**config.mk**
```make
export PLATFORM = sky130hd
export DESIGN_NAME = icache_core_flat
export DESIGN_NICKNAME = d
export VERILOG_FILES = /design/src/rtl/icache_pkg.sv /design/src/rtl/icache_ifs.sv /design/src/rtl/icache_stall_hold.sv /design/src/rtl/icache_core.sv /design/src/flat_wrapper.sv
export VERILOG_INCLUDE_DIRS = /design/src /design/src/include
export SDC_FILE = /design/constraint.sdc
export NUM_CORES = 1
export LEC_CHECK = 0
export BUFFER_PORTS_ARGS = -buffer_cell sky130_fd_sc_hd__clkbuf_2
export CORE_AREA = 2 2 486 488
export DETAILED_ROUTE_END_ITERATION = 8
export DIE_AREA = 0 0 488 490
export GPL_TIMING_DRIVEN = 0
export SYNTH_ARGS = -nofsm -noshare
export SYNTH_HDL_FRONTEND = slang
export SYNTH_SLANG_ARGS = --single-unit
```
**constraint.sdc**
```tcl
create_clock -name clk -period 4.1 [get_ports clk]
set_clock_uncertainty 0.2 [all_clocks]
set_input_delay 0.615 -clock clk [delete_from_list [all_inputs] [get_ports clk]]
set_output_delay 0.615 -clock clk [all_outputs]
set_load 0.05 [all_outputs]
```
**src/include/icache_macros.svh**
```systemverilog
`ifndef ICACHE_MACROS_SVH
`define ICACHE_MACROS_SVH

// instruction cache geometry

// physical fetch address
`define ICACHE_ADDR_W 32

// 16 sets, 2 ways
`define ICACHE_SET_W 4
`define ICACHE_WAYS 2

// address minus set, quarter and byte offset
`define ICACHE_TAG_W 23

// one fetch word is a quarter line
`define ICACHE_QUARTER_W 64
`define ICACHE_LINE_W 256

`endif

```
**src/rtl/icache_pkg.sv**
```systemverilog
`include "icache_macros.svh"

package icache_pkg;

  // fetch address split as the cache sees it
  typedef struct packed {
    logic [`ICACHE_TAG_W-1:0] tag;
    logic [`ICACHE_SET_W-1:0] set;
    // selects the 64-bit word within the line
    logic [1:0]               quarter;
    logic [2:0]               offset;
  } icache_addr_t;

  // one tag ram entry
  typedef struct packed {
    logic                     valid;
    logic [`ICACHE_TAG_W-1:0] tag;
  } icache_tag_entry_t;

  // a cache line, filled in halves and read in quarters
  typedef union packed {
    logic [1:0][`ICACHE_LINE_W/2-1:0] halves;
    logic [`ICACHE_LINE_W/`ICACHE_QUARTER_W-1:0][`ICACHE_QUARTER_W-1:0] quarters;
  } icache_line_u;

endpackage

```
**src/rtl/icache_ifs.sv**
```systemverilog
`timescale 1ns/100ps
`include "icache_macros.svh"

// core <-> tag array
interface icache_tag_if;
  logic                     lookup_en;
  icache_pkg::icache_addr_t lookup_addr;
  logic                     hit;
  logic                     hit_way;
  logic                     chk_en;
  icache_pkg::icache_addr_t chk_addr;
  logic                     chk_hit;
  // shared by refill and invalidate
  logic                     fill_en;
  icache_pkg::icache_addr_t fill_addr;
  logic                     fill_way;
  logic                     inval_en;
  logic                     evict_valid;
  icache_pkg::icache_addr_t evict_addr;

  modport core (
    output lookup_en, lookup_addr, chk_en, chk_addr, fill_en, fill_addr, inval_en,
    input  hit, hit_way, chk_hit, fill_way, evict_valid, evict_addr
  );

  modport tags (
    input  lookup_en, lookup_addr, chk_en, chk_addr, fill_en, fill_addr, inval_en,
    output hit, hit_way, chk_hit, fill_way, evict_valid, evict_addr
  );
endinterface

// core <-> line storage
interface icache_data_if;
  logic                     rd_en;
  logic [`ICACHE_SET_W-1:0] rd_set;
  icache_pkg::icache_line_u rd_line0;
  icache_pkg::icache_line_u rd_line1;
  logic                     wr_en;
  logic [`ICACHE_SET_W-1:0] wr_set;
  logic                     wr_way;
  icache_pkg::icache_line_u wr_line;

  modport core (output rd_en, rd_set, wr_en, wr_set, wr_way, wr_line, input rd_line0, rd_line1);
  modport data (input rd_en, rd_set, wr_en, wr_set, wr_way, wr_line, output rd_line0, rd_line1);
endinterface

```
**src/rtl/icache_stall_hold.sv**
```systemverilog
`timescale 1ns/100ps

module icache_stall_hold #(
  parameter int WIDTH = 1
) (
  input  logic             clk,
  input  logic             rst,
  input  logic             fstall,
  input  logic             except,
  input  logic [WIDTH-1:0] d,
  output logic [WIDTH-1:0] q
);

  // flush beats stall
  always_ff @(posedge clk) begin
    if (rst || except) begin
      q <= '0;
    end else if (!fstall) begin
      q <= d;
    end
  end

endmodule

```
**src/rtl/icache_core.sv**
```systemverilog
`timescale 1ns/100ps
`include "icache_macros.svh"

module icache_core (
  input  logic                          clk,
  input  logic                          rst,
  input  logic                          read_en,
  input  logic [`ICACHE_ADDR_W-1:0]     read_addr,
  input  logic                          fstall,
  input  logic                          except,
  input  logic                          write_en,
  input  logic [`ICACHE_ADDR_W-1:0]     write_addr,
  input  logic [`ICACHE_LINE_W/2-1:0]   write_data,
  input  logic                          invalidate,
  input  logic                          chk_en,
  input  logic [`ICACHE_ADDR_W-1:0]     chk_addr,
  output logic                          read_hit,
  output logic [`ICACHE_QUARTER_W-1:0]  read_data,
  output logic                          chk_hit,
  output logic                          evict_valid,
  output logic [`ICACHE_ADDR_W-1:0]     evict_addr,
  icache_tag_if.core                    tag,
  icache_data_if.core                   data
);

  // read pipeline
  logic                         rd_v1;
  icache_pkg::icache_addr_t     rd_addr1;
  logic                         rd_v2;
  logic [1:0]                   rd_quarter2;
  logic                         hit3;
  logic [`ICACHE_QUARTER_W-1:0] data3;
  icache_pkg::icache_line_u     sel_line;
  logic                         ev_v3;
  icache_pkg::icache_addr_t     ev_addr3;

  // probe, invalidate and refill requests
  logic                         chk_q;
  icache_pkg::icache_addr_t     chk_addr_q;
  logic                         inv_q;
  icache_pkg::icache_addr_t     inv_addr_q;
  logic [1:0]                   wen_step;
  icache_pkg::icache_addr_t     refill_addr;
  icache_pkg::icache_line_u     fill_line;

  // a flushed request must not touch the lru bits
  assign tag.lookup_en   = rd_v1 & ~fstall & ~except;
  assign tag.lookup_addr = rd_addr1;
  assign tag.chk_en      = chk_q;
  assign tag.chk_addr    = chk_addr_q;
  assign tag.fill_en     = wen_step[1];
  assign tag.fill_addr   = wen_step[1] ? refill_addr : inv_addr_q;
  assign tag.inval_en    = inv_q;

  assign data.rd_en   = tag.lookup_en;
  assign data.rd_set  = rd_addr1.set;
  assign data.wr_en   = wen_step[1];
  assign data.wr_set  = refill_addr.set;
  assign data.wr_way  = tag.fill_way;
  assign data.wr_line = fill_line;

  assign sel_line = tag.hit_way ? data.rd_line1 : data.rd_line0;

  always_ff @(posedge clk) begin
    if (rst || except) begin
      rd_v1 <= 1'b0;
      rd_v2 <= 1'b0;
      hit3  <= 1'b0;
      data3 <= '0;
      ev_v3 <= 1'b0;
    end else if (!fstall) begin
      rd_v1 <= read_en;
      rd_v2 <= rd_v1;
      hit3  <= rd_v2 & tag.hit;
      // zero data on a miss
      data3 <= (rd_v2 && tag.hit) ? sel_line.quarters[rd_quarter2] : '0;
      ev_v3 <= tag.evict_valid;
    end
  end

  always_ff @(posedge clk) begin
    if (!fstall) begin
      rd_addr1    <= read_addr;
      rd_quarter2 <= rd_addr1.quarter;
      ev_addr3    <= tag.evict_addr;
    end
  end

  // refill and probe run regardless of fstall
  always_ff @(posedge clk) begin
    if (rst) begin
      wen_step <= 2'b0;
      chk_q    <= 1'b0;
      chk_hit  <= 1'b0;
      inv_q    <= 1'b0;
    end else begin
      wen_step <= {wen_step[0], write_en};
      chk_q    <= chk_en;
      chk_hit  <= tag.chk_hit;
      inv_q    <= invalidate;
    end
  end

  always_ff @(posedge clk) begin
    chk_addr_q <= chk_addr;
    if (invalidate) begin
      inv_addr_q <= write_addr;
    end
    // low half with the request, upper half one cycle later
    if (write_en) begin
      refill_addr         <= write_addr;
      fill_line.halves[0] <= write_data;
    end
    if (wen_step[0]) begin
      fill_line.halves[1] <= write_data;
    end
  end

  icache_stall_hold #(.WIDTH(`ICACHE_QUARTER_W + 1)) read_hold_inst (
    .clk    (clk),
    .rst    (rst),
    .fstall (fstall),
    .except (except),
    .d      ({hit3, data3}),
    .q      ({read_hit, read_data})
  );

  icache_stall_hold #(.WIDTH(`ICACHE_ADDR_W + 1)) evict_hold_inst (
    .clk    (clk),
    .rst    (rst),
    .fstall (fstall),
    .except (except),
    .d      ({ev_v3, ev_addr3}),
    .q      ({evict_valid, evict_addr})
  );

endmodule

```
**src/flat_wrapper.sv**
```systemverilog
// flat-port wrapper written by rule: the top's interface ports become plain ports
module icache_core_flat 
  (clk, rst, read_en, read_addr, fstall, except, write_en, write_addr, write_data, invalidate, chk_en, chk_addr, read_hit, read_data, chk_hit, evict_valid, evict_addr, tag_lookup_en, tag_lookup_addr, tag_chk_en, tag_chk_addr, tag_fill_en, tag_fill_addr, tag_inval_en, tag_hit, tag_hit_way, tag_chk_hit, tag_fill_way, tag_evict_valid, tag_evict_addr, data_rd_en, data_rd_set, data_wr_en, data_wr_set, data_wr_way, data_wr_line, data_rd_line0, data_rd_line1);
  icache_tag_if tag_i ();
  icache_data_if data_i ();
  input  logic clk;
  input  logic rst;
  input  logic read_en;
  input  logic [`ICACHE_ADDR_W-1:0] read_addr;
  input  logic fstall;
  input  logic except;
  input  logic write_en;
  input  logic [`ICACHE_ADDR_W-1:0] write_addr;
  input  logic [`ICACHE_LINE_W/2-1:0] write_data;
  input  logic invalidate;
  input  logic chk_en;
  input  logic [`ICACHE_ADDR_W-1:0] chk_addr;
  output logic read_hit;
  output logic [`ICACHE_QUARTER_W-1:0] read_data;
  output logic chk_hit;
  output logic evict_valid;
  output logic [`ICACHE_ADDR_W-1:0] evict_addr;
  output wire logic [$bits(tag_i.lookup_en)-1:0] tag_lookup_en;
  output wire logic [$bits(tag_i.lookup_addr)-1:0] tag_lookup_addr;
  output wire logic [$bits(tag_i.chk_en)-1:0] tag_chk_en;
  output wire logic [$bits(tag_i.chk_addr)-1:0] tag_chk_addr;
  output wire logic [$bits(tag_i.fill_en)-1:0] tag_fill_en;
  output wire logic [$bits(tag_i.fill_addr)-1:0] tag_fill_addr;
  output wire logic [$bits(tag_i.inval_en)-1:0] tag_inval_en;
  input wire logic [$bits(tag_i.hit)-1:0] tag_hit;
  input wire logic [$bits(tag_i.hit_way)-1:0] tag_hit_way;
  input wire logic [$bits(tag_i.chk_hit)-1:0] tag_chk_hit;
  input wire logic [$bits(tag_i.fill_way)-1:0] tag_fill_way;
  input wire logic [$bits(tag_i.evict_valid)-1:0] tag_evict_valid;
  input wire logic [$bits(tag_i.evict_addr)-1:0] tag_evict_addr;
  output wire logic [$bits(data_i.rd_en)-1:0] data_rd_en;
  output wire logic [$bits(data_i.rd_set)-1:0] data_rd_set;
  output wire logic [$bits(data_i.wr_en)-1:0] data_wr_en;
  output wire logic [$bits(data_i.wr_set)-1:0] data_wr_set;
  output wire logic [$bits(data_i.wr_way)-1:0] data_wr_way;
  output wire logic [$bits(data_i.wr_line)-1:0] data_wr_line;
  input wire logic [$bits(data_i.rd_line0)-1:0] data_rd_line0;
  input wire logic [$bits(data_i.rd_line1)-1:0] data_rd_line1;
  assign tag_lookup_en = tag_i.lookup_en;
  assign tag_lookup_addr = tag_i.lookup_addr;
  assign tag_chk_en = tag_i.chk_en;
  assign tag_chk_addr = tag_i.chk_addr;
  assign tag_fill_en = tag_i.fill_en;
  assign tag_fill_addr = tag_i.fill_addr;
  assign tag_inval_en = tag_i.inval_en;
  assign tag_i.hit = tag_hit;
  assign tag_i.hit_way = tag_hit_way;
  assign tag_i.chk_hit = tag_chk_hit;
  assign tag_i.fill_way = tag_fill_way;
  assign tag_i.evict_valid = tag_evict_valid;
  assign tag_i.evict_addr = tag_evict_addr;
  assign data_rd_en = data_i.rd_en;
  assign data_rd_set = data_i.rd_set;
  assign data_wr_en = data_i.wr_en;
  assign data_wr_set = data_i.wr_set;
  assign data_wr_way = data_i.wr_way;
  assign data_wr_line = data_i.wr_line;
  assign data_i.rd_line0 = data_rd_line0;
  assign data_i.rd_line1 = data_rd_line1;
  icache_core u_core (.clk(clk), .rst(rst), .read_en(read_en), .read_addr(read_addr), .fstall(fstall), .except(except), .write_en(write_en), .write_addr(write_addr), .write_data(write_data), .invalidate(invalidate), .chk_en(chk_en), .chk_addr(chk_addr), .read_hit(read_hit), .read_data(read_data), .chk_hit(chk_hit), .evict_valid(evict_valid), .evict_addr(evict_addr), .tag(tag_i), .data(data_i));
endmodule
```
==> results.cfg, run 1 <==
[clocking]
cts_tree = built
cts_setup_buffers = 0
numCtsBuffers = 72
cts.path.max_buffers = 3
cts.sinks = 589
worstSkewPairLatency_ps = 710
root_buffer = clkbuf_16
clk_pin_slew_ps = 60
h-tree-depth = 3

[drt]
via_count = 19911
post_drt_via_cell_ratio = 3.20
routed_wl_um = 167000
drc = 0
drt_iter0_markers = 1255
drtPass1Iterations = 7
detail-route-antenna-nets = 0
drt-wirelength-per-cell_um = 26.9

[yosys]
async_flop_share_pct = 0
synth_cell_type_count = 26
synth.avg_cell_area_um2 = 16.1
netlist_instances = 1396
synth_nets = 2177
yosysSeqAreaShare_pct = 69.5
synth_edf_count = 386
ys_warn_count = 0
ys_ff_latch = 589
ys_dominant_reg_cell = edfxtp_1
syn-cell-area_mm2 = 0.0225

[worst_setup_path]
required_ps = 3280
worst-setup-path-type = in -> out
arrival_ps = 2980
critPathMaxFanout = 43
cp-start-kind = input port
endpoint_kind = output pin

[layout]
final_cell_mix = clkbuf_2 (1249), edfxtp_1 (386), dlygate4sd3_1 (260), mux2i_1 (227), dfxtp_1 (202)
stdcell_count = 6229
drive_gt1_share_pct = 50.1
finalNetCount = 3759
area_growth_pct = 69.4
final_common_cell = clkbuf_2

[die]
row_count = 178
start_util_pct = 9.62
die-area_mm2 = 0.239
io_pins = 1247
fp.dieH_um = 490
die_w_um = 488
core_mm2 = 0.234

[power]
p_per_area_mw_per_mm2 = 436
p_clk_share_pct = 42.4
peakVddDrop_v = 0.000398
p_leak_nw = 15.6
p_total_mw = 16.6
comb_power_share_pct = 17.0
p_seq_share_pct = 40.6
power_switching_mw = 5.02
p_int_mw = 11.6
switching_share_pct = 30.1

[place]
port_buffers = 1243
place_ws_ps = -401
routabilityCongestion = 0.997
dp_hpwl_um = 144000
post-place-cells = 5794

[sta]
drv_slew = 0
setup_viol = 0
report.final.hold_viol_count = 0
fmax_mhz = 264
period_share_pct = 92.5
rsz0062_at_grt = no
setup_slack_ps = 307
fin_hold_ws_ps = 208
layout_min_cycle_time_ps = 3790
relSlewSlack_pct = 22.3
worst_pin_slew_ps = 1170

[grt]
grt_max_degree = 103
grt_pass1_wl_um = 207000
grt_usage_pct = 13.4
grt-ovfl-total = 0
grt_antenna_before_repair = 86
grt_pass1_vias = 20465

[run_status]
status = finished clean

[worst_hold_path]
hold_class = in -> reg

[flow_run]
drv_cap = 0
==> layer usage <==
| metal | routed length (µm) | global-route usage [%] | vias to the layer above |
|---|---|---|---|
| met5 | 211 | 0 | - |
| met4 | 6270 | 4.43 | 32 |
| met1 | 58400 | 13.8 | 9748 |
| li1 | - | - | 8576 |
| met2 | 82700 | 23.6 | 1273 |
| met3 | 20000 | 6.58 | 282 |
==> repair_timing <==
item | in CTS | in global routing
endpoints found under the setup margin | 6 | 0
hold endpoints to repair | 420 | 0
gates resized for setup | 3 | 0
hold buffers | 260 | 0
==> state kept, by name (all words and copies together) (netlist names), 4 cells and up <==
register                  flops
u_core.data.wr_line         256
u_core.read_hold_inst.q      65
u_core.data3                 64
u_core.evict_hold_inst.q     33
u_core.ev_addr3              32
u_core.inv_addr_q            32
u_core.tag.chk_addr          32
u_core.refill_addr           28
u_core.tag.lookup_addr       28
u_core.data.rd_set            4
u_core.data.wr_set            4
==> through the flow <==
stage	instance area, µm²	setup TNS [ps]	utilization [%]
after floorplan	22500	0	-
after global placement	32700	-242250	14.0
after detailed placement	32800	-4510	14.0
after CTS	38100	0	16.3
after global routing	38100	0	16.3
final	38200	0	16.3
==> critical path: stages <==
cell and delay, ps:
clkbuf_1 140, clkinvlp_4 490, buf_12 310, nand2_1 140, nor2_2 560, buf_4 220
clkbuf_2 410
==> final cells by class <==
type                            instances  area [µm²]
Timing Repair Buffer                 1508        8950
Antenna cell                           41         103
Fill cell                           25896      196000
Tap cell                             3150        3940
Multi-Input combinational cell        697        6170
Clock buffer                           93        2060
Sequential cell                       589       15700
Buffer                                109         709
Inverter                                1        7.51
Clock inverter                         41         567
==> power by group through the flow <==
stage	Sequential, mW	Clock (mW)	Combinational (mW)
3_3_place_gp	6.92	0	2.59
2_1_floorplan	7.61	0	0.654
6_report	6.75	7.06	2.83
5_1_grt	6.77	7.52	2.97
3_5_place_dp	6.88	0	2.64
4_1_cts	6.75	7.34	2.89
==> logic make-up (layout without fill, tap and decap cells) <==
logic type             Yosys count  after routing  share of synthesized area [%]
AOI/OAI and AO/OA              168            168                           5.30
buffers and inverters          110           1752                           3.13
DFF                            589            589                           69.5
muxes                          324            324                           18.2
other                            0             41                              0
and+or+nand+nor                205            205                           3.83
==> Yosys cell counts, drive strengths merged, types with 7 or more instances <==
cell type | n | area share [%]
edfxtp | 386 | 51
mux2i | 228 | 10
dfxtp | 203 | 18
nor2 | 129 | 2.2
a22oi | 64 | 2.1
mux4 | 64 | 6.5
buf | 55 | 2.2
clkbuf | 54 | 0.90
a21oi | 40 | 0.89
nand2 | 40 | 0.67
o211ai | 38 | 1.3
mux2 | 32 | 1.6
a32oi | 26 | 1.0
nand2b | 26 | 0.72
nor2b | 7 | 0.19
==> final timing paths <==
path	from	endpoint	slack (ps)	cells past startpoint
worst max-delay path	fstall	tag_lookup_en	310	7
worst min register to register	u_core.tag.lookup_addr[3]	u_core.rd_quarter2[0]	250	0
worst min-delay path	data_rd_line0[5]	u_core.data3[5]	210	5
worst max register to register	u_core.rd_quarter2[0]	u_core.data3[61]	630	6
(Power assumes the default switching activity.)
==> run 2, diff against run 1 <==
==> constraint.sdc (replaced) <==
create_clock -name clk -period 4.8 [get_ports clk]
set_clock_uncertainty 0.2 [all_clocks]
set_input_delay 0.72 -clock clk [delete_from_list [all_inputs] [get_ports clk]]
set_output_delay 0.72 -clock clk [all_outputs]
set_load 0.05 [all_outputs]
==> run 2 against run 1 <==
  * Die area stayed put
  * Cell area is 0.66% lower
  * Flip-flop and latch count stayed put
  * Count of clock-buffer cells in the layout is 5 lower
==> results.cfg, run 2 (same netlist as run 1, synthesis figures left out) <==
[run_status]
status = finished clean

[sta]
period_share_pct = 79.6
fin_hold_ws_ps = 113
setup_slack_ps = 981
report.final.hold_viol_count = 0
fmax_mhz = 262
rsz0062_at_grt = no
setup_viol = 0
worst_pin_slew_ps = 1180
layout_min_cycle_time_ps = 3820
drv_slew = 0
relSlewSlack_pct = 21.1

[clocking]
clk_pin_slew_ps = 60
cts_tree = built
worstSkewPairLatency_ps = 700
h-tree-depth = 3
cts.path.max_buffers = 3
cts.sinks = 589
root_buffer = clkbuf_16
numCtsBuffers = 73

[die]
core_mm2 = 0.234
die_w_um = 488
row_count = 178
io_pins = 1247
fp.dieH_um = 490
start_util_pct = 9.62
die-area_mm2 = 0.239

[layout]
design_area_mm2 = 0.0379
largest_reg_flops = 256
area_growth_pct = 68.3
drive_gt1_share_pct = 50.0
finalNetCount = 3745
final_common_cell = clkbuf_2
stdcell_count = 6227
final_cell_mix = clkbuf_2 (1246), edfxtp_1 (386), dlygate4sd3_1 (245), mux2i_1 (228), dfxtp_1 (202)

[grt]
grt_usage_pct = 13.7
grt-ovfl-total = 0
grt_pass1_wl_um = 212000
grt_pass1_vias = 20518
grt_antenna_before_repair = 101
grt_max_degree = 98

[drt]
routed_wl_um = 170000
drtPass1Iterations = 5
detail-route-antenna-nets = 0
drt_iter0_markers = 1380
post_drt_via_cell_ratio = 3.20
drt-wirelength-per-cell_um = 27.4
drc = 0
via_count = 19928

[place]
post-place-cells = 5794
placed_area_mm2 = 0.0328
place_ws_ps = 644
port_buffers = 1243
routabilityCongestion = 1.03
dp_hpwl_um = 147000

[worst_setup_path]
cp-start-kind = register
crit_path_top_delay_cell = clkbuf_1
arrival_ps = 4180
cp.buffers_inverters = 3
worst-setup-path-type = reg -> reg
critPathMaxFanout = 10
slowest_delay_ps = 920
cp_cell_sequence = buf_2 -> buf_6 -> nor2_2 -> clkbuf_1 -> a22oi_1 -> a32oi_1 -> nor2_1
endpoint_kind = register
worst_path_dominant_cell_family = buffers and inverters
required_ps = 5160

[worst_hold_path]
hold_class = in -> reg

[power]
p_per_area_mw_per_mm2 = 368
p_leak_nw = 15.5
peakVddDrop_v = 0.000279

[flow_run]
drv_cap = 0
## run 2: layout make-up
| cell class | instances | area (µm²) |
|---|---|---|
| Fill cell | 26035 | 196000 |
| Sequential cell | 589 | 15700 |
| Timing Repair Buffer | 1493 | 8810 |
| Multi-Input combinational cell | 697 | 6160 |
| Tap cell | 3150 | 3940 |
| Clock buffer | 88 | 1980 |
| Buffer | 109 | 707 |
| Clock inverter | 47 | 515 |
| Antenna cell | 53 | 133 |
| Inverter | 1 | 6.26 |
## run 2: through the flow
stage	setup TNS (ps)	total power [mW]	util, %
after detailed placement	0	8.13	14.0
after global routing	0	14.5	16.2
after CTS	0	14.2	16.1
after global placement	-140980	8.12	14.0
final	0	13.9	16.2
after floorplan	0	7.06	-
## run 2: final timing paths
check	from	cells after the start	end	slack (ps)
min	write_data[108]	1	u_core.data.wr_line[108]	110
min reg2reg	u_core.tag.lookup_addr[3]	0	u_core.rd_quarter2[0]	250
max reg2reg	u_core.rd_quarter2[1]	7	u_core.data3[60]	980
max	u_core.rd_quarter2[1]	7	u_core.data3[60]	980
## run 2: where the power goes
group	switching (mW)	internal [mW]
logic	1.64	0.762
registers	0.0942	5.68
clock network	2.50	3.27
## run 2: repair_timing
action,in CTS,in global routing
buffers inserted,0,0
endpoints found under the setup margin,0,0
resized for setup,0,0
endpoints found under the hold margin,388,0
hold buffers,245,0
## run 2: metal layers
layer	vias up	wire [µm]	GRT usage [%]
met5	-	238	0.0805
met4	38	6310	4.96
met3	284	20900	6.94
met2	1316	83400	23.8
met1	9706	59500	14.1
li1	8584	-	-
## run 2: worst register-to-register path, stage by stage, from the launching register on
cell      delay [ps]
edfxtp_1         440
buf_2            340
buf_6            260
nor2_2           560
clkbuf_1         930
a22oi_1          540
a32oi_1          360
nor2_1            60
